File: src/source/isa_pkg.sv
package isa_pkg;

  localparam int REG_ADDR_W = 5;
  localparam int IMM_W      = 32;

  typedef logic [7:0]            byte_t;
  typedef logic [REG_ADDR_W-1:0] rega_t;   // Micro-architectural register number
  typedef logic [IMM_W-1:0]      imm_t;    // Sign-extended immediate or displacement

  typedef enum logic [1:0] {
    BMD_08,
    BMD_32,
    BMD_64
  } bmd_t;

  localparam rega_t RAX_ADDR = 5'd0;
  localparam rega_t RSP_ADDR = 5'd4;
  localparam rega_t TMP_ADDR = 5'd16;   // Scratch, outside the x86 register file

  // One-byte opcodes, low nibble selects register or condition
  localparam byte_t OP_REX_BASE  = 8'h40;
  localparam byte_t OP_PUSH_BASE = 8'h50;   // 58-5F are the POP forms
  localparam byte_t OP_JCC_BASE  = 8'h70;
  localparam byte_t OP_MOVI_BASE = 8'hB0;   // B8-BF take a 32-bit immediate
  localparam byte_t OP_RET       = 8'hC3;
  localparam byte_t OP_JMP_REL8  = 8'hEB;

  localparam imm_t STACK_STEP = 32'd8;

endpackage

File: src/source/uop_pkg.sv
package uop_pkg;

  // Jcc codes follow the x86 condition nibble, ALU codes follow opcode bits 5:3
  typedef enum logic [5:0] {
    NOP,
    ADDI, ORI, ADCI, SBBI, ANDI, SUBI, XORI, CMPI,
    MOVI,
    L,
    S,
    J,
    JR,
    JO, JNO, JB, JAE, JE, JNE, JBE, JA,
    JS, JNS, JP, JNP, JL, JGE, JLE, JG
  } miop_t;

  typedef enum logic [2:0] {
    K_ALU_IMM,
    K_MOV_IMM,
    K_PUSH,
    K_POP,
    K_JCC,
    K_JMP,
    K_RET
  } insn_kind_t;

  localparam int FIFO_DEPTH = 4;
  localparam int FIFO_PTR_W = 2;

endpackage

File: src/source/insn_decoder.sv
`timescale 1ns/1ps

module insn_decoder (
  input  logic                clk,
  input  logic                rstn,
  input  logic                flush,
  input  isa_pkg::byte_t      byte_in,
  input  logic                byte_valid,
  input  logic                fifo_full,
  output logic                dec_valid,
  output uop_pkg::insn_kind_t dec_kind,
  output uop_pkg::miop_t      dec_op,
  output isa_pkg::rega_t      dec_reg,
  output isa_pkg::imm_t       dec_imm,
  output isa_pkg::bmd_t       dec_bmd
);
  import isa_pkg::*;
  import uop_pkg::*;

  typedef enum logic {
    S_OPCODE,
    S_IMMEDIATE   // Also collects rel8 displacements
  } dec_state_t;

  dec_state_t state;
  logic       rex_w;
  logic       rex_b;
  logic [2:0] imm_bytes;   // 1 or 4
  logic [1:0] byte_cnt;

  logic       take;
  logic       is_rex;
  logic       op_known;
  insn_kind_t op_kind;
  miop_t      op_code;
  rega_t      op_reg;
  bmd_t       op_bmd;
  logic [2:0] op_len;
  bmd_t       wide_bmd;

  assign take     = byte_valid && !fifo_full;
  assign is_rex   = byte_in[7:4] == OP_REX_BASE[7:4];
  assign wide_bmd = rex_w ? BMD_64 : BMD_32;

  // Opcode classification, op_len of 0 means no trailing bytes
  always_comb
  begin
    op_known = 1'b1;
    op_kind  = K_ALU_IMM;
    op_code  = NOP;
    op_reg   = '0;
    op_bmd   = BMD_32;
    op_len   = 3'd0;
    if (byte_in[7:6] == 2'b00 && byte_in[2:1] == 2'b10)
    begin
      op_code = miop_t'(ADDI + byte_in[5:3]);   // x86 ALU order
      op_reg  = RAX_ADDR;
      op_bmd  = byte_in[0] ? wide_bmd : BMD_08;
      op_len  = byte_in[0] ? 3'd4 : 3'd1;
    end
    else if (byte_in[7:4] == OP_MOVI_BASE[7:4])
    begin
      op_kind = K_MOV_IMM;
      op_code = MOVI;
      op_reg  = rega_t'({rex_b, byte_in[2:0]});
      op_bmd  = byte_in[3] ? wide_bmd : BMD_08;
      op_len  = byte_in[3] ? 3'd4 : 3'd1;
    end
    else if (byte_in[7:4] == OP_PUSH_BASE[7:4])
    begin
      op_kind = byte_in[3] ? K_POP : K_PUSH;
      op_code = byte_in[3] ? L : S;
      op_reg  = rega_t'({rex_b, byte_in[2:0]});
      op_bmd  = BMD_64;
    end
    else if (byte_in[7:4] == OP_JCC_BASE[7:4])
    begin
      op_kind = K_JCC;
      op_code = miop_t'(JO + byte_in[3:0]);
      op_len  = 3'd1;
    end
    else if (byte_in == OP_JMP_REL8)
    begin
      op_kind = K_JMP;
      op_code = J;
      op_len  = 3'd1;
    end
    else if (byte_in == OP_RET)
    begin
      op_kind = K_RET;
      op_code = JR;
      op_bmd  = BMD_64;
    end
    else
    begin
      op_known = 1'b0;   // Consumed silently
    end
  end

  always_ff @(posedge clk)
  begin
    if (!rstn || flush)
    begin
      state     <= S_OPCODE;
      rex_w     <= 1'b0;
      rex_b     <= 1'b0;
      byte_cnt  <= '0;
      dec_valid <= 1'b0;
    end
    else
    begin
      dec_valid <= 1'b0;
      if (take)
      begin
        case (state)
          S_OPCODE:
          begin
            rex_w    <= is_rex && byte_in[3];   // REX lives for one opcode only
            rex_b    <= is_rex && byte_in[0];
            byte_cnt <= '0;
            if (!is_rex && op_known)
            begin
              if (op_len == 3'd0)
                dec_valid <= 1'b1;
              else
                state <= S_IMMEDIATE;
            end
          end
          default:
          begin
            byte_cnt <= byte_cnt + 2'd1;
            if (3'(byte_cnt) + 3'd1 == imm_bytes)
            begin
              state     <= S_OPCODE;
              dec_valid <= 1'b1;
            end
          end
        endcase
      end
    end
  end

  // Little-endian assembly, each new byte re-extends the sign
  always_ff @(posedge clk)
  begin
    if (take && state == S_OPCODE)
    begin
      dec_kind  <= op_kind;
      dec_op    <= op_code;
      dec_reg   <= op_reg;
      dec_bmd   <= op_bmd;
      dec_imm   <= '0;
      imm_bytes <= op_len;
    end
    else if (take)
    begin
      case (byte_cnt)
        2'd0:    dec_imm              <= imm_t'(signed'(byte_in));
        2'd1:    dec_imm[IMM_W-1:8]   <= (IMM_W-8)'(signed'(byte_in));
        2'd2:    dec_imm[IMM_W-1:16]  <= (IMM_W-16)'(signed'(byte_in));
        default: dec_imm[IMM_W-1:24]  <= (IMM_W-24)'(signed'(byte_in));
      endcase
    end
  end

endmodule

File: src/source/insn_fifo.sv
`timescale 1ns/1ps

module insn_fifo #(
  parameter int DEPTH = uop_pkg::FIFO_DEPTH
) (
  input  logic                clk,
  input  logic                rstn,
  input  logic                flush,
  input  logic                wr,
  input  uop_pkg::insn_kind_t dec_kind,
  input  uop_pkg::miop_t      dec_op,
  input  isa_pkg::rega_t      dec_reg,
  input  isa_pkg::imm_t       dec_imm,
  input  isa_pkg::bmd_t       dec_bmd,
  input  logic                rd,
  output uop_pkg::insn_kind_t q_kind,
  output uop_pkg::miop_t      q_op,
  output isa_pkg::rega_t      q_reg,
  output isa_pkg::imm_t       q_imm,
  output isa_pkg::bmd_t       q_bmd,
  output logic                empty,
  output logic                full
);
  import isa_pkg::*;
  import uop_pkg::*;

  insn_kind_t kind_mem [DEPTH];
  miop_t      op_mem   [DEPTH];
  rega_t      reg_mem  [DEPTH];
  imm_t       imm_mem  [DEPTH];
  bmd_t       bmd_mem  [DEPTH];

  logic [FIFO_PTR_W-1:0] wr_ptr;
  logic [FIFO_PTR_W-1:0] rd_ptr;
  logic [FIFO_PTR_W:0]   count;
  logic                  do_wr;
  logic                  do_rd;

  function automatic logic [FIFO_PTR_W-1:0] ptr_inc(input logic [FIFO_PTR_W-1:0] p);
    return (p == FIFO_PTR_W'(DEPTH - 1)) ? '0 : p + 1'b1;
  endfunction

  assign do_wr = wr && (count != (FIFO_PTR_W+1)'(DEPTH));
  assign do_rd = rd && !empty;
  assign empty = count == '0;
  // Counts a write in flight, so the decoder stops before the last slot is taken
  assign full  = (count == (FIFO_PTR_W+1)'(DEPTH)) ||
                 (wr && count == (FIFO_PTR_W+1)'(DEPTH - 1));

  assign q_kind = kind_mem[rd_ptr];
  assign q_op   = op_mem[rd_ptr];
  assign q_reg  = reg_mem[rd_ptr];
  assign q_imm  = imm_mem[rd_ptr];
  assign q_bmd  = bmd_mem[rd_ptr];

  always_ff @(posedge clk)
  begin
    if (do_wr)
    begin
      kind_mem[wr_ptr] <= dec_kind;
      op_mem[wr_ptr]   <= dec_op;
      reg_mem[wr_ptr]  <= dec_reg;
      imm_mem[wr_ptr]  <= dec_imm;
      bmd_mem[wr_ptr]  <= dec_bmd;
    end
  end

  always_ff @(posedge clk)
  begin
    if (!rstn || flush)
    begin
      wr_ptr <= '0;
      rd_ptr <= '0;
      count  <= '0;
    end
    else
    begin
      if (do_wr)
        wr_ptr <= ptr_inc(wr_ptr);
      if (do_rd)
        rd_ptr <= ptr_inc(rd_ptr);
      case ({do_wr, do_rd})
        2'b10:   count <= count + 1'b1;
        2'b01:   count <= count - 1'b1;
        default: count <= count;   // Idle or read with write
      endcase
    end
  end

endmodule

File: src/source/uop_expander.sv
`timescale 1ns/1ps

module uop_expander (
  input  logic                clk,
  input  logic                rstn,
  input  logic                flush,
  input  logic                stall,
  input  uop_pkg::insn_kind_t q_kind,
  input  uop_pkg::miop_t      q_op,
  input  isa_pkg::rega_t      q_reg,
  input  isa_pkg::imm_t       q_imm,
  input  isa_pkg::bmd_t       q_bmd,
  input  logic                q_empty,
  output logic                q_pop,
  output logic                uop_valid,
  output uop_pkg::miop_t      uop_op,
  output isa_pkg::rega_t      uop_d,
  output isa_pkg::rega_t      uop_s,
  output isa_pkg::rega_t      uop_t,
  output isa_pkg::imm_t       uop_imm,
  output isa_pkg::bmd_t       uop_bmd,
  output logic                uop_last
);
  import isa_pkg::*;
  import uop_pkg::*;

  logic       busy;
  logic [1:0] step;   // Index of the next micro-op in the entry
  insn_kind_t cur_kind;
  miop_t      cur_op;
  rega_t      cur_reg;
  imm_t       cur_imm;
  bmd_t       cur_bmd;

  assign uop_valid = busy && !stall;
  // Next entry is taken on the same edge as the final micro-op
  assign q_pop     = !flush && !q_empty && (!busy || (uop_valid && uop_last));

  always_ff @(posedge clk)
  begin
    if (!rstn || flush)
    begin
      busy <= 1'b0;
      step <= '0;
    end
    else
    begin
      if (uop_valid)
      begin
        step <= uop_last ? 2'd0 : step + 2'd1;
        if (uop_last)
          busy <= 1'b0;
      end
      if (q_pop)
      begin
        busy <= 1'b1;
        step <= '0;
      end
    end
  end

  always_ff @(posedge clk)
  begin
    if (q_pop)
    begin
      cur_kind <= q_kind;
      cur_op   <= q_op;
      cur_reg  <= q_reg;
      cur_imm  <= q_imm;
      cur_bmd  <= q_bmd;
    end
  end

  always_comb
  begin
    uop_op   = NOP;
    uop_d    = '0;
    uop_s    = '0;
    uop_t    = '0;   // No three-register forms in this subset
    uop_imm  = '0;
    uop_bmd  = cur_bmd;
    uop_last = 1'b1;
    case (cur_kind)
      K_ALU_IMM:
      begin
        uop_op  = cur_op;
        uop_d   = RAX_ADDR;
        uop_s   = RAX_ADDR;
        uop_imm = cur_imm;
      end
      K_MOV_IMM:
      begin
        uop_op  = MOVI;
        uop_d   = cur_reg;
        uop_imm = cur_imm;
      end
      K_PUSH:
      begin
        uop_bmd  = BMD_64;
        uop_last = step == 2'd1;
        if (step == 2'd0)
        begin
          uop_op  = ADDI;   // Pre-decrement RSP
          uop_d   = RSP_ADDR;
          uop_s   = RSP_ADDR;
          uop_imm = -STACK_STEP;
        end
        else
        begin
          uop_op = S;
          uop_d  = cur_reg;
          uop_s  = RSP_ADDR;
        end
      end
      K_POP, K_RET:
      begin
        uop_bmd  = BMD_64;
        uop_last = (cur_kind == K_POP) ? step == 2'd1 : step == 2'd2;
        if (step == 2'd0)
        begin
          uop_op = L;
          uop_d  = (cur_kind == K_POP) ? cur_reg : TMP_ADDR;
          uop_s  = RSP_ADDR;
        end
        else if (step == 2'd1)
        begin
          uop_op  = ADDI;
          uop_d   = RSP_ADDR;
          uop_s   = RSP_ADDR;
          uop_imm = STACK_STEP;
        end
        else
        begin
          uop_op  = JR;   // Return through the popped address
          uop_d   = TMP_ADDR;
          uop_bmd = BMD_32;
        end
      end
      K_JCC:
      begin
        uop_op  = cur_op;
        uop_imm = cur_imm;
      end
      default:
      begin
        uop_op  = J;
        uop_imm = cur_imm;
        uop_bmd = BMD_32;
      end
    endcase
  end

endmodule

File: src/source/x86_front.sv
`timescale 1ns/1ps

module x86_front (
  input  logic           clk,
  input  logic           rstn,
  input  isa_pkg::byte_t byte_in,
  input  logic           byte_valid,
  input  logic           stall,
  input  logic           flush,
  output logic           fetch_hold,
  output logic           uop_valid,
  output uop_pkg::miop_t uop_op,
  output isa_pkg::rega_t uop_d,
  output isa_pkg::rega_t uop_s,
  output isa_pkg::rega_t uop_t,
  output isa_pkg::imm_t  uop_imm,
  output isa_pkg::bmd_t  uop_bmd,
  output logic           uop_last
);
  import isa_pkg::*;
  import uop_pkg::*;

  logic       dec_valid;
  insn_kind_t dec_kind;
  miop_t      dec_op;
  rega_t      dec_reg;
  imm_t       dec_imm;
  bmd_t       dec_bmd;
  logic       fifo_full;

  insn_kind_t q_kind;
  miop_t      q_op;
  rega_t      q_reg;
  imm_t       q_imm;
  bmd_t       q_bmd;
  logic       q_empty;
  logic       q_pop;

  assign fetch_hold = fifo_full;   // Only back-pressure toward the byte source

  insn_decoder u_dec (
    .clk(clk), .rstn(rstn), .flush(flush),
    .byte_in(byte_in), .byte_valid(byte_valid), .fifo_full(fifo_full),
    .dec_valid(dec_valid), .dec_kind(dec_kind), .dec_op(dec_op),
    .dec_reg(dec_reg), .dec_imm(dec_imm), .dec_bmd(dec_bmd)
  );

  insn_fifo #(.DEPTH(FIFO_DEPTH)) u_fifo (
    .clk(clk), .rstn(rstn), .flush(flush), .wr(dec_valid),
    .dec_kind(dec_kind), .dec_op(dec_op), .dec_reg(dec_reg),
    .dec_imm(dec_imm), .dec_bmd(dec_bmd), .rd(q_pop),
    .q_kind(q_kind), .q_op(q_op), .q_reg(q_reg), .q_imm(q_imm), .q_bmd(q_bmd),
    .empty(q_empty), .full(fifo_full)
  );

  uop_expander u_exp (
    .clk(clk), .rstn(rstn), .flush(flush), .stall(stall),
    .q_kind(q_kind), .q_op(q_op), .q_reg(q_reg), .q_imm(q_imm), .q_bmd(q_bmd),
    .q_empty(q_empty), .q_pop(q_pop), .uop_valid(uop_valid),
    .uop_op(uop_op), .uop_d(uop_d), .uop_s(uop_s), .uop_t(uop_t),
    .uop_imm(uop_imm), .uop_bmd(uop_bmd), .uop_last(uop_last)
  );

endmodule

File: config.mk
export PLATFORM = sky130hd
export DESIGN_NAME = x86_front
export DESIGN_NICKNAME = d
export VERILOG_FILES = /design/src/source/isa_pkg.sv /design/src/source/uop_pkg.sv /design/src/source/insn_decoder.sv /design/src/source/insn_fifo.sv /design/src/source/uop_expander.sv /design/src/source/x86_front.sv
export SDC_FILE = /design/constraint.sdc
export NUM_CORES = 1
export LEC_CHECK = 0
export ABC_AREA = 1
export BUFFER_PORTS_ARGS = -buffer_cell sky130_fd_sc_hd__buf_2
export CORE_AREA = 3 3 218 220
export DETAILED_ROUTE_END_ITERATION = 12
export DIE_AREA = 0 0 221 223
export PLACE_DENSITY = 0.43
export SLEW_MARGIN = 20
export SYNTH_ARGS = -nofsm -noshare
export SYNTH_HDL_FRONTEND = slang
export SYNTH_SLANG_ARGS = --single-unit
File: constraint.sdc
create_clock -name clk -period 7.27 [get_ports clk]
set_input_delay 0.727 -clock clk [delete_from_list [all_inputs] [get_ports clk]]
set_output_delay 0.727 -clock clk [all_outputs]
set_load 0.01 [all_outputs]
* Yosys cells after proc, flatten, opt, wreduce, memory -nomap -nowiden *
Memories as Yosys holds them, arrays and structs flattened. A register that Yosys moved wholly into a read port is not among the register bits.
Cells that the tools add are included.

storage, ports and cells
  register bits = 67
  RAM bits = 192
  input port bits = 13
  output and inout port bits = 58
  logic and storage cells = 187
  memories = 5

cells by class
  add/sub/neg operators = 9
  equality and inequality tests = 24
  multiplexer cells = 79
  bitwise gates (word level) = 2
  reductions and logical operators = 47

memory list
  memory           depth  bits a word  read ports  clocked after memory_dff  write ports  RTL line         source
  u_fifo.imm_mem   4      32           1           1                         1            insn_fifo.sv:30  imm_t imm_mem [DEPTH];
  u_fifo.op_mem    4      6            1           1                         1            insn_fifo.sv:28  miop_t op_mem [DEPTH];
  u_fifo.reg_mem   4      5            1           1                         1            insn_fifo.sv:29  rega_t reg_mem [DEPTH];
  u_fifo.kind_mem  4      3            1           1                         1            insn_fifo.sv:27  insn_kind_t kind_mem [DEPTH];
  u_fifo.bmd_mem   4      2            1           1                         1            insn_fifo.sv:31  bmd_t bmd_mem [DEPTH];

operators by type and width
  cell                 count
  $mux 32              2
  $pmux 32 s2          1
  $mux 6               6
  $mux 3               11
  $pmux 8 s2           2
  $mux 2               15
  $mux 5               5
  $mux 1               24
  $mux 4               6
  $pmux 6 s4           1
  $eq 8x8->1 const B   2
  $pmux 5 s3           1
  $logic_and 1x1->1    13
  $eq 2x2->1 const B   6
  $eq 4x3->1 const B   3
  $reduce_or 2->1      6
  $pmux 5 s2           1
  $reduce_and 2->1     5
  $reduce_bool 2->1    5
  $eq 3x2->1 const B   3
  $eq 3x3->1 const B   3
  $logic_not 3->1      3
  $add 2x1->2 const B  4
  $logic_not 1->1      7
  18 further kinds     26

* Longest topological paths before layout *
Gate-level depths: netlist of run 1.

  word-level depth = 10
  depth in mapped cells = 17
  mapped depth without buffers = 17

* By module *
A second synthesis of run 1 with hierarchy kept.

second synthesis, totals
  cells, all modules = 1,045
  area, all modules = 12,465.7 um2

by module, submodules not included
  module        times used  cells an instance  area an instance (um2)  sequential area each (um2)
  insn_fifo     1           540                7,693.6                 5,945.7
  insn_decoder  1           280                2,477.4                 1,241.2
  uop_expander  1           225                2,294.7                 1,501.4

* Least setup slack after synthesis of run 1 *
Ideal clock, no wire load.

  path kind = reg-to-reg
  start = register u_fifo.count[1]
  end = memory u_fifo.bmd_mem[0][0] (netlist name) (enable)
  setup time = 450 ps
  arrival = 2,667 ps
  required time = 6,820 ps
  path slack = 4,153 ps
  cell stages (with the launch flop) = 5
  path buffers = 0
  clock period less this slack = 3,117 ps
  cells stage by stage = dfxtp_1 inv_1 nand3_2 nand2_1 nor2_1

between the ends
  longest elaborated chain between the ends = 4

RTL lines
  item                          RTL line         source
  start: declaration            insn_fifo.sv:35  logic [FIFO_PTR_W:0] count;
  start signal: assignment      insn_fifo.sv:83  2'b10: count <= count + 1'b1;
  start signal: assignment      insn_fifo.sv:84  2'b01: count <= count - 1'b1;
  start signal: assignment      insn_fifo.sv:85  default: count <= count;
  $ne 3x3->1                    insn_fifo.sv:43  assign do_wr = wr && (count != (FIFO_PTR_W+1)'(DEPTH));
  $logic_and 1x1->1             insn_fifo.sv:43
  $mux 1                        insn_fifo.sv:58  if (do_wr)
  $mux 1 (implied by the code)  insn_fifo.sv:64  bmd_mem[wr_ptr] <= dec_bmd;
  end: declaration              insn_fifo.sv:31

Every way passes these cells.

* Worst setup path in the final report of run 1 *
  start = register u_exp.step[0]
  end = output port uop_imm[31]

between the ends
  longest elaborated chain between the ends = 3

RTL lines
  item                      RTL line                                  source
  start: declaration        uop_expander.sv:28                        logic [1:0] step;
  start signal: assignment  uop_expander.sv:50                        step <= uop_last ? 2'd0 : step + 2'd1;
  $logic_not 2->1           uop_expander.sv:101, uop_expander.sv:119
  $mux 32                   uop_expander.sv:101                       if (step == 2'd0)
  $pmux 32 s2               uop_expander.sv:83                        case (cur_kind)
  end: declaration          x86_front.sv:16                           output isa_pkg::imm_t uop_imm,

Every way passes these cells.

==> results of run 1 <==
## power by group through the flow
stage / Clock (W) / Sequential (W) / Combinational (W)
after floorplan: 0 / 0.00190 / 0.0000690
after global placement: 0 / 0.00191 / 0.0000898
after detailed placement: 0 / 0.00191 / 0.0000900
after CTS: 0.00165 / 0.00188 / 0.0000905
after global routing: 0.00172 / 0.00188 / 0.000103
final: 0.00161 / 0.00187 / 0.0000904
## synthesized netlist by cell type, drive strengths merged, types with 2 or more instances
library cell	number
buf	31
nand2	133
nor2	150
o22ai	46
xor2	3
dfxtp	48
nand4	5
nor3	4
a211oi	3
a21boi	2
xnor2	2
clkbuf	24
inv	72
o21ai	136
a31oi	7
ha	17
o211ai	2
nand3	31
a21oi	39
edfxtp	246
## metal layers
metal / up-vias / GRT usage [%] / share of wire, %
li1: 3638 / - / -
met5: - / 0 / 0
met3: 36 / 1.72 / 4.0
met2: 127 / 18.9 / 47
met4: 0 / 2.70 / 1.5
met1: 3609 / 15.7 / 47
## cell families after synthesis
| logic type | count (synthesis) | synth area share (%) |
|---|---|---|
| simple gates | 324 | 11.8 |
| flops | 294 | 70.2 |
| compound gates | 235 | 10.8 |
| buf+inv | 128 | 4.87 |
| fa+ha+maj | 18 | 1.96 |
| xor+xnor | 5 | 0.368 |
| other cells | 1 | 0.0315 |
## worst min-delay path, stage by stage, from the launching register on
cell     delay (ns)
dfxtp_1        0.30
inv_1          0.06
o21ai_0        0.08
## per-stage QoR
stage,util (%),cells,hold WS (ns)
finish,30.5,1687,0.493
global route,30.5,1687,0.502
CTS,30.5,1686,0.488
detailed placement,28.1,1628,0.488
global placement,28.1,1628,0.468
floorplan,-,1014,0.448
## cells in the final DEF (no fill, tap or decap), types with 2 or more instances in the layout
master | Yosys | layout
edfxtp_1 | 246 | 246
nor2_1 | 143 | 139
o21ai_0 | 131 | 131
nand2_1 | 122 | 122
inv_1 | 63 | 60
buf_2 | 13 | 60
dfxtp_1 | 48 | 47
o22ai_1 | 46 | 46
a21oi_1 | 38 | 38
clkbuf_16 | 0 | 32
nand3_1 | 24 | 24
ha_1 | 17 | 17
clkbuf_8 | 0 | 12
inv_2 | 8 | 10
conb_1 | 1 | 10
buf_4 | 13 | 9
a31oi_1 | 7 | 7
nand2_2 | 6 | 6
nor2_2 | 7 | 6
clkinv_2 | 0 | 6
nand3_2 | 5 | 5
nand2_4 | 5 | 5
nor2_4 | 0 | 5
nand4_1 | 4 | 4
a211oi_1 | 3 | 3
xor2_1 | 3 | 3
nor3_1 | 3 | 3
clkbuf_1 | 23 | 3
o21ai_1 | 2 | 2
xnor2_1 | 2 | 2
o21ai_2 | 2 | 2
nand3_4 | 2 | 2
clkinv_1 | 1 | 2
o211ai_1 | 2 | 2
inv_4 | 1 | 2
inv_6 | 0 | 2
## cell type report
type / instances / area [um^2] / area share, %
inverter: 73 / 278 / 2.00
tap: 600 / 751 / 5.41
sequential: 294 / 8350 / 60.2
multi-input combinational: 592 / 3040 / 21.9
clock inverter: 11 / 90.1 / 0.649
timing repair buffer: 70 / 388 / 2.80
clock buffer: 47 / 977 / 7.04
## worst min path at each step
stage / from / to / slack, ns
2_1_floorplan: u_dec.rex_b$_SDFFE_PP0P_ / u_dec.rex_b$_SDFFE_PP0P_ / 0.45
3_3_place_gp: u_dec.rex_b$_SDFFE_PP0P_ / u_dec.rex_b$_SDFFE_PP0P_ / 0.47
3_5_place_dp: u_dec.rex_b$_SDFFE_PP0P_ / u_dec.rex_b$_SDFFE_PP0P_ / 0.49
4_1_cts: byte_in[2] / u_dec.dec_imm[26]$_SDFFE_PP0P_ / 0.49
5_1_grt: byte_in[2] / u_dec.dec_imm[26]$_SDFFE_PP0P_ / 0.50
6_report: u_dec.rex_b$_SDFFE_PP0P_ / u_dec.rex_b$_SDFFE_PP0P_ / 0.49
==> results.yml, run 1 <==
global_routing:
  overflow: 0
  grt_start_max_net_pins: 60
  grt_pass1_vias: 7411
  antenna_found_initial: 1
  grt_util_all_layers_pct: 11.4
  grt_pass1_wl_mm: 44.6
floorplanning:
  die_y_um: 223
  core_area_um2: 45500
  rows: 78
  die_area_um2: 49300
  num_io_pins: 71
  initial_core_util_pct: 26.2
  die_x_um: 221
sta:
  fin_crit_sh_pct: 44.0
  slew_headroom_pct: 37.2
  fin_ws_ns: 4.07
  layout_min_cycle_time_ns: 3.20
  setup_viol: 0
  final-max-slew-violation-count: 0
  fmax_mhz: 313
  rsz0062_at_grt: "false"
  tns_ns: 0
  finalHoldViolations: 0
  tightest_slew_ns: 0.940
  clock-skew-final_ns: 0.0185
clock_network:
  postCtsSetupRepairBufs: 0
  htreeDepth: 1
  root_buffer: "clkbuf_16"
  cts_hold_buf: 0
  clock_path_buffers: 3
  cts_buffers: 31
  cts_tree: "built"
  clkTransAtPathRegs_ns: 0.06
  cts_resized: 0
  clkSinkCount: 294
  clk-insertion-delay-late_ns: 0.57
placed_design:
  gp_congestion: 0.769
  hpwlAfterDp_mm: 17.1
  dpl_cell_area_um2: 12800
  dpl_worst_slack_ns: 4.47
  port_buffers: 60
power_and_ir_drop:
  pwr-share-clk_pct: 45.0
  leakage_nw: 5.04
  comb_power_share_pct: 2.5
  ir_drop_uv: 194
  power.total_w: 0.00357
  p_sw_w: 0.000735
  seq_power_share_pct: 52.5
  netSwitchingFraction_pct: 20.6
  power_density_nw_per_um2: 257
  intPower_w: 0.00284
logic_synthesis:
  yosysWarnings: 0
  synthArstFlopShare_pct: 0
  synth_edf_count: 246
  synth.top_cell.area_share_pct: 62.1
  synth_area_um2: 11900
  yosysTopAreaCell: "edfxtp_1"
  ys_ff_latch: 294
  synth-main-ff-cell: "edfxtp_1"
  syn_area_per_cell_um2: 11.8
  seq_area_frac_synth_pct: 70.2
  yosys-top-cells-area: "edfxtp_1, dfxtp_1, o21ai_0"
  syn_inst: 1005
  ys_types: 42
final_layout:
  fill_cells: 4687
  reg.largest.list: "u_fifo.imm_mem x128, u_dec.dec_imm x32, u_exp.cur_imm x32"
  finalInstanceArea_um2: 13900
  area_growth_pct: 16.6
  finalNetCount: 1093
  largest_reg_flops: 128
  antenna_cells: 0
  top_register: "u_fifo.imm_mem"
  drive_above_1_share_pct: 16.0
worst_setup_path:
  cp-endpoint: "uop_imm[31]"
  cp-startpoint: "u_exp.step[0]$_SDFFE_PP0P_"
  crit_chain: "inv_1, ha_1, inv_1, nor2_1, inv_2, nand2_1, buf_2"
  critPathTopFamily: "buffers and inverters"
  r2r_end: "u_exp.cur_imm[6]$_DFFE_PP_"
  worstSetupPathType: "reg2out"
  end_kind: "output port"
  slowest_stage: "inv_2"
  slowest_delay_ns: 0.47
  worstPathRequired_ns: 6.54
  start_kind: "flip-flop"
  path_buf_inv: 4
  rr_startpoint: "u_fifo.rd_ptr[0]$_SDFFE_PP0P_"
  worst_ep_arrival_time_ns: 2.47
  rrSetupSlack_ns: 4.61
  crit_cells: 7
  cp_max_fo: 29
  crit_top_cell: "inv_1"
  r2r_cells: 4
detailed_routing:
  first_pass_iters: 4
  finalWirelength_mm: 28.6
  first_iter_violations: 394
  vias: 7410
  routedWlPerCell_um: 17.0
  ant_nets: 0
  vias_per_cell: 4.39
  drc: 0
flow_run:
  drv_cap: 0
worst_hold_path:
  hp-class: "reg2reg"
  worstHoldPathCells: 2
status:
  run_status: "completed"
No activity file was read; power rests on OpenSTA's default activity.
==> inputs of run 2 (changes only) <==
- ABC_AREA: 1 -> 0
- PLACE_DENSITY: 0.43 -> 0.45
- clock period: 7.27 -> 2.85 ns (I/O delays scaled with it)
==> run 2 against run 1 <==
- count of clock-buffer cells in the layout fell by 7
- final area grew 0.90%
- setup slack got worse by 3.8 ns
- sequential share of layout area shrank 0.51 points
- critical path depth shrank 1
- non-clock buffer count grew 17
- final cell count fell by 15%
- total power grew 150%
- largest cell class unchanged
==> results.yml, run 2 <==
global_routing:
  grt_util_all_layers_pct: 10.7
  grt_start_max_net_pins: 33
  antenna_found_initial: 0
  grt_pass1_vias: 6491
  grt_pass1_wl_mm: 40.9
  overflow: 0
detailed_routing:
  vias_per_cell: 4.39
  first_pass_iters: 5
  vias: 6284
  finalWirelength_mm: 26.3
  ant_nets: 0
  first_iter_violations: 413
  routedWlPerCell_um: 18.4
  drc: 0
power_and_ir_drop:
  intPower_w: 0.00710
  seq_power_share_pct: 53.2
  p_sw_w: 0.00180
  ir_drop_uv: 422
  power.total_w: 0.00890
  power_density_nw_per_um2: 635
  pwr-share-clk_pct: 44.8
  netSwitchingFraction_pct: 20.2
  leakage_nw: 4.86
  comb_power_share_pct: 2.0
logic_synthesis:
  synth_edf_count: 246
  synthArstFlopShare_pct: 0
  yosys-top-cells-area: "edfxtp_1, mux4_2, dfxtp_1"
  yosysWarnings: 0
  netlist_top_cells_count: "edfxtp_1, nand2_1, dfxtp_1"
  synth-main-ff-cell: "edfxtp_1"
  ys_types: 65
  yosysTopAreaCell: "edfxtp_1"
  ys_ff_latch: 294
  synth_area_um2: 11800
  synth.top_cell.area_share_pct: 62.5
  syn_inst: 731
  synth_most_common_cell: "edfxtp_1"
  seq_area_frac_synth_pct: 70.6
  syn_area_per_cell_um2: 16.2
clock_network:
  cts_buffers: 31
  htreeDepth: 1
  cts_tree: "built"
  cts_hold_buf: 0
  clkTransAtPathRegs_ns: 0.06
  clk-insertion-delay-late_ns: 0.56
  clkSinkCount: 294
  clock_path_buffers: 3
  root_buffer: "clkbuf_16"
  postCtsSetupRepairBufs: 0
  cts_resized: 0
final_layout:
  largest_reg_flops: 128
  post-route-util_pct: 30.8
  final_common_cell: "edfxtp_1"
  top_register: "u_fifo.imm_mem"
  reg.largest.list: "u_fifo.imm_mem x128, u_dec.dec_imm x32, u_exp.cur_imm x32"
  antenna_cells: 0
  area_growth_pct: 18.4
  layout_common_cells: "edfxtp_1, buf_2, nand2_1"
  drive_above_1_share_pct: 23.7
  fill_cells: 4520
  finalInstanceArea_um2: 14000
  finalNetCount: 838
sta:
  layout_min_cycle_time_ns: 2.60
  slew_headroom_pct: 44.2
  fin_crit_sh_pct: 91.3
  final-max-slew-violation-count: 0
  hold_ws_ns: 0.0873
  rsz0062_at_grt: "false"
  setup_viol: 0
  tightest_slew_ns: 0.837
  clock-skew-final_ns: 0.00774
  fmax_mhz: 385
  finalHoldViolations: 0
  tns_ns: 0
worst_setup_path:
  end_kind: "output port"
  path_buf_inv: 3
  slowest_delay_ns: 0.40
  worstPathRequired_ns: 2.57
  critPathTopFamily: "buffers and inverters"
  worst_ep_arrival_time_ns: 2.32
  start_kind: "flip-flop"
  r2r_end: "u_fifo.count[2]$_SDFFE_PP0P_"
  r2r_cells: 11
  cp_max_fo: 28
  worstSetupPathType: "reg2out"
  cp-startpoint: "u_exp.step[0]$_SDFFE_PP0P_"
  rr_startpoint: "u_exp.step[1]$_SDFFE_PP0P_"
  rrSetupSlack_ns: 0.26
  crit_chain: "inv_1, ha_1, and3_1, buf_4, a21o_1, buf_2"
  slowest_stage: "ha_1"
worst_hold_path:
  worstHoldPathCells: 4
  worstHoldStart: "flush"
  hold_end: "u_fifo.rd_ptr[1]$_SDFFE_PP0P_"
  hp-class: "in2reg"
floorplanning:
  die_y_um: 223
  num_io_pins: 71
  rows: 78
  initial_core_util_pct: 26.0
  die_area_um2: 49300
  die_x_um: 221
  core_area_um2: 45500
flow_run:
  drv_cap: 0
placed_design:
  dpl_cell_area_um2: 13000
  gp_congestion: 0.770
  port_buffers: 60
  hpwlAfterDp_mm: 17.1
status:
  run_status: "completed"
run 2: cell count changes after synthesis, moves of 15 or more:
cell,before,now
nor2_1,143,29
o21ai_0,131,31
nand2_1,122,53
mux4_2,0,46
o22ai_1,46,1
inv_1,63,20
a21o_1,0,30
a21oi_1,38,18
and2_1,0,18
nand3_1,24,8
a311oi_1,0,15
run 2: worst max path at each step:
stage / cells past startpoint / to / slack [ns]
6_report: 6 / uop_imm[12] / 0.25
5_1_grt: 11 / u_fifo.count[2]$_SDFFE_PP0P_ / 0.05
4_1_cts: 6 / uop_imm[14] / 0.19
3_5_place_dp: 11 / u_fifo.count[2]$_SDFFE_PP0P_ / 0.24
3_3_place_gp: 11 / u_fifo.count[2]$_SDFFE_PP0P_ / 0.32
2_1_floorplan: 6 / u_exp.cur_bmd[0]$_DFFE_PP_ / 0.24
run 2: stage by stage:
step           instances  worst slack (ns)
2_1_floorplan        740             0.238
3_3_place_gp        1374             0.323
3_5_place_dp        1374             0.240
4_1_cts             1432             0.186
5_1_grt             1432            0.0472
6_report            1432             0.249
run 2: cells by family (layout without fill, tap and decap cells):
| kind of cell | after synthesis | after routing | share of synthesized area, % |
|---|---|---|---|
| flops | 294 | 294 | 70.6 |
| simple gates | 159 | 159 | 7.33 |
| compound gates | 130 | 130 | 7.61 |
| buf+inv | 73 | 165 | 2.96 |
| mux | 48 | 48 | 8.93 |
| fa+ha+maj | 18 | 18 | 1.97 |
| xor+xnor | 8 | 8 | 0.592 |
| other cells | 1 | 10 | 0.0317 |
run 2: cell type report:
cell class | instances | area (um^2) | area share (%)
clock inverters | 18 | 184 | 1.31
inverters | 20 | 75.1 | 0.536
multi-input cells | 373 | 3180 | 22.7
well taps | 600 | 751 | 5.36
repair buffers | 87 | 616 | 4.40
flip-flops and latches | 294 | 8350 | 59.7
clock buffers | 40 | 840 | 6.00
run 2: power by group through the flow:
stage | clock network (W) | registers (W) | logic, W
floorplan | 0 | 0.00480 | 0.000127
global placement | 0 | 0.00482 | 0.000182
detailed placement | 0 | 0.00482 | 0.000182
CTS | 0.00412 | 0.00473 | 0.000183
global route | 0.00433 | 0.00473 | 0.000200
finish | 0.00399 | 0.00473 | 0.000180
run 2: tightest hold or removal path, cell delays in order:
cell	delay, ns
buf_2	0.13
nor2_1	0.06
nand3_1	0.07
a21oi_1	0.05
run 2: routing by layer:
metal	vias to the layer above	wire length, um	global-route usage, %
met5	-	0	0
met3	38	866	1.55
met2	92	12900	17.9
li1	2977	-	-
met4	0	549	3.07
met1	3177	12000	14.4
==> inputs of run 3 (changes only) <==
==> constraint.sdc (replaced) <==
create_clock -name clk -period 2.85 [get_ports clk]
set_input_delay 0.1425 -clock clk [delete_from_list [all_inputs] [get_ports clk]]
set_output_delay 0.1425 -clock clk [all_outputs]
set_load 0.01 [all_outputs]
==> run 3 against run 2 <==
- first-iteration DRC count fell by 10%
- die area did not move
- combinational power barely moved
- worst hold slack got worse by 0.050 ns
- non-clock buffer count rose by 4
- highest routed layer unchanged
==> results.yml, run 3 (synthesis gave the netlist of run 2 again) <==
worst_setup_path:
  end_kind: "flip-flop"
  slowest_delay_ns: 0.50
  worstSetupPathType: "reg2reg"
  crit_chain: "nor3_1, or2_2, nor2_1, ha_1, inv_1, fa_1, xor2_1, or3_1, a21oi_1"
  worstPathRequired_ns: 3.33
  start_kind: "flip-flop"
  critPathTopFamily: "simple AND/OR/NAND/NOR gates"
  path_buf_inv: 1
  worst_ep_arrival_time_ns: 3.03
  cp_max_fo: 7
  slowest_stage: "dfxtp_1"
global_routing:
  antenna_found_initial: 2
  grt_util_all_layers_pct: 10.6
  grt_pass1_vias: 6478
  grt_pass1_wl_mm: 40.8
  overflow: 0
  grt_start_max_net_pins: 33
sta:
  fin_ws_ns: 0.308
  fin_crit_sh_pct: 89.2
  finalHoldViolations: 0
  rsz0062_at_grt: "false"
  tns_ns: 0
  layout_min_cycle_time_ns: 2.54
  clock-skew-final_ns: 0.0220
  hold_ws_ns: 0.0375
  final-max-slew-violation-count: 0
  slew_headroom_pct: 45.5
  tightest_slew_ns: 0.817
  fmax_mhz: 393
  setup_viol: 0
floorplanning:
  rows: 78
  core_area_um2: 45500
  initial_core_util_pct: 26.0
  die_area_um2: 49300
  num_io_pins: 71
  die_y_um: 223
  die_x_um: 221
detailed_routing:
  vias_per_cell: 4.40
  first_pass_iters: 4
  finalWirelength_mm: 26.4
  drc: 0
  routedWlPerCell_um: 18.4
  first_iter_violations: 370
  vias: 6310
  ant_nets: 0
placed_design:
  dpl_worst_slack_ns: 0.297
  port_buffers: 60
  gp_congestion: 0.757
  hpwlAfterDp_mm: 16.7
final_layout:
  reg.largest.list: "u_fifo.imm_mem x128, u_dec.dec_imm x32, u_exp.cur_imm x32"
  layout_common_cells: "edfxtp_1, buf_2, nand2_1"
  largest_reg_flops: 128
  top_register: "u_fifo.imm_mem"
  antenna_cells: 0
  final_common_cell: "edfxtp_1"
  finalNetCount: 841
  area_growth_pct: 17.9
  drive_above_1_share_pct: 24.1
worst_hold_path:
  hp-class: "in2reg"
flow_run:
  drv_cap: 0
power_and_ir_drop:
  intPower_w: 0.00705
  comb_power_share_pct: 2.0
  leakage_nw: 4.87
  netSwitchingFraction_pct: 20.0
  p_sw_w: 0.00176
  ir_drop_uv: 435
  power_density_nw_per_um2: 631
  pwr-share-clk_pct: 44.2
  seq_power_share_pct: 53.7
status:
  run_status: "completed"
clock_network:
  htreeDepth: 1
  clkTransAtPathRegs_ns: 0.06
  clkSinkCount: 294
  postCtsSetupRepairBufs: 0
  cts_buffers: 30
  cts_hold_buf: 4
  cts_tree: "built"
  clock_path_buffers: 3
  clk-insertion-delay-late_ns: 0.56
  cts_resized: 0
  root_buffer: "clkbuf_16"
-- run 3: routing by layer --
metal,part of all wire (%),GRT usage [%]
met3,4.2,1.43
met5,0,0
met4,2.8,3.64
met1,46,14.6
met2,47,17.5
-- run 3: tightest hold or removal path: cells and delay by family --
kind	cells	cell delay [ns]
buffers and inverters	1	0.22
AND/OR/NAND/NOR	1	0.10
AO/OA/AOI/OAI	1	0.09
-- run 3: path summary, 6_finish.rpt --
kind | startpoint | end | slack, ns | cells after the start
setup / recovery | u_fifo.count[0]$_SDFFE_PP0P_ | u_fifo.count[2]$_SDFFE_PP0P_ | 0.31 | 9
hold / removal | byte_in[3] | u_dec.dec_imm[11]$_SDFFE_PP0P_ | 0.04 | 3
setup reg to reg | u_fifo.count[0]$_SDFFE_PP0P_ | u_fifo.count[2]$_SDFFE_PP0P_ | 0.31 | 9
hold reg to reg | u_dec.rex_b$_SDFFE_PP0P_ | u_dec.rex_b$_SDFFE_PP0P_ | 0.48 | 2
-- run 3: area by class of cell --
class | instances | area, um^2
fillers | 4547 | 31500
flip-flops and latches | 294 | 8350
multi-input cells | 373 | 3180
clock buffers | 48 | 962
well taps | 600 | 751
repair buffers | 91 | 581
inverters | 20 | 75.1
clock inverters | 8 | 42.5
-- run 3: through the flow --
step,cells,instance area [um^2],power [W],utilization [%]
after global placement,1374,12900,0.00500,28.4
final,1434,13900,0.00881,30.7
after global routing,1434,13900,0.00914,30.7
after detailed placement,1374,12900,0.00500,28.4
after CTS,1434,13900,0.00895,30.7
after floorplan,740,11900,0.00493,-
-- run 3: power by group through the flow --
stage,logic (W),clock network (W),registers [W]
after floorplan,0.000127,0,0.00480
after global placement,0.000179,0,0.00482
after detailed placement,0.000178,0,0.00482
after CTS,0.000183,0.00403,0.00473
after global routing,0.000202,0.00420,0.00474
final,0.000180,0.00389,0.00473
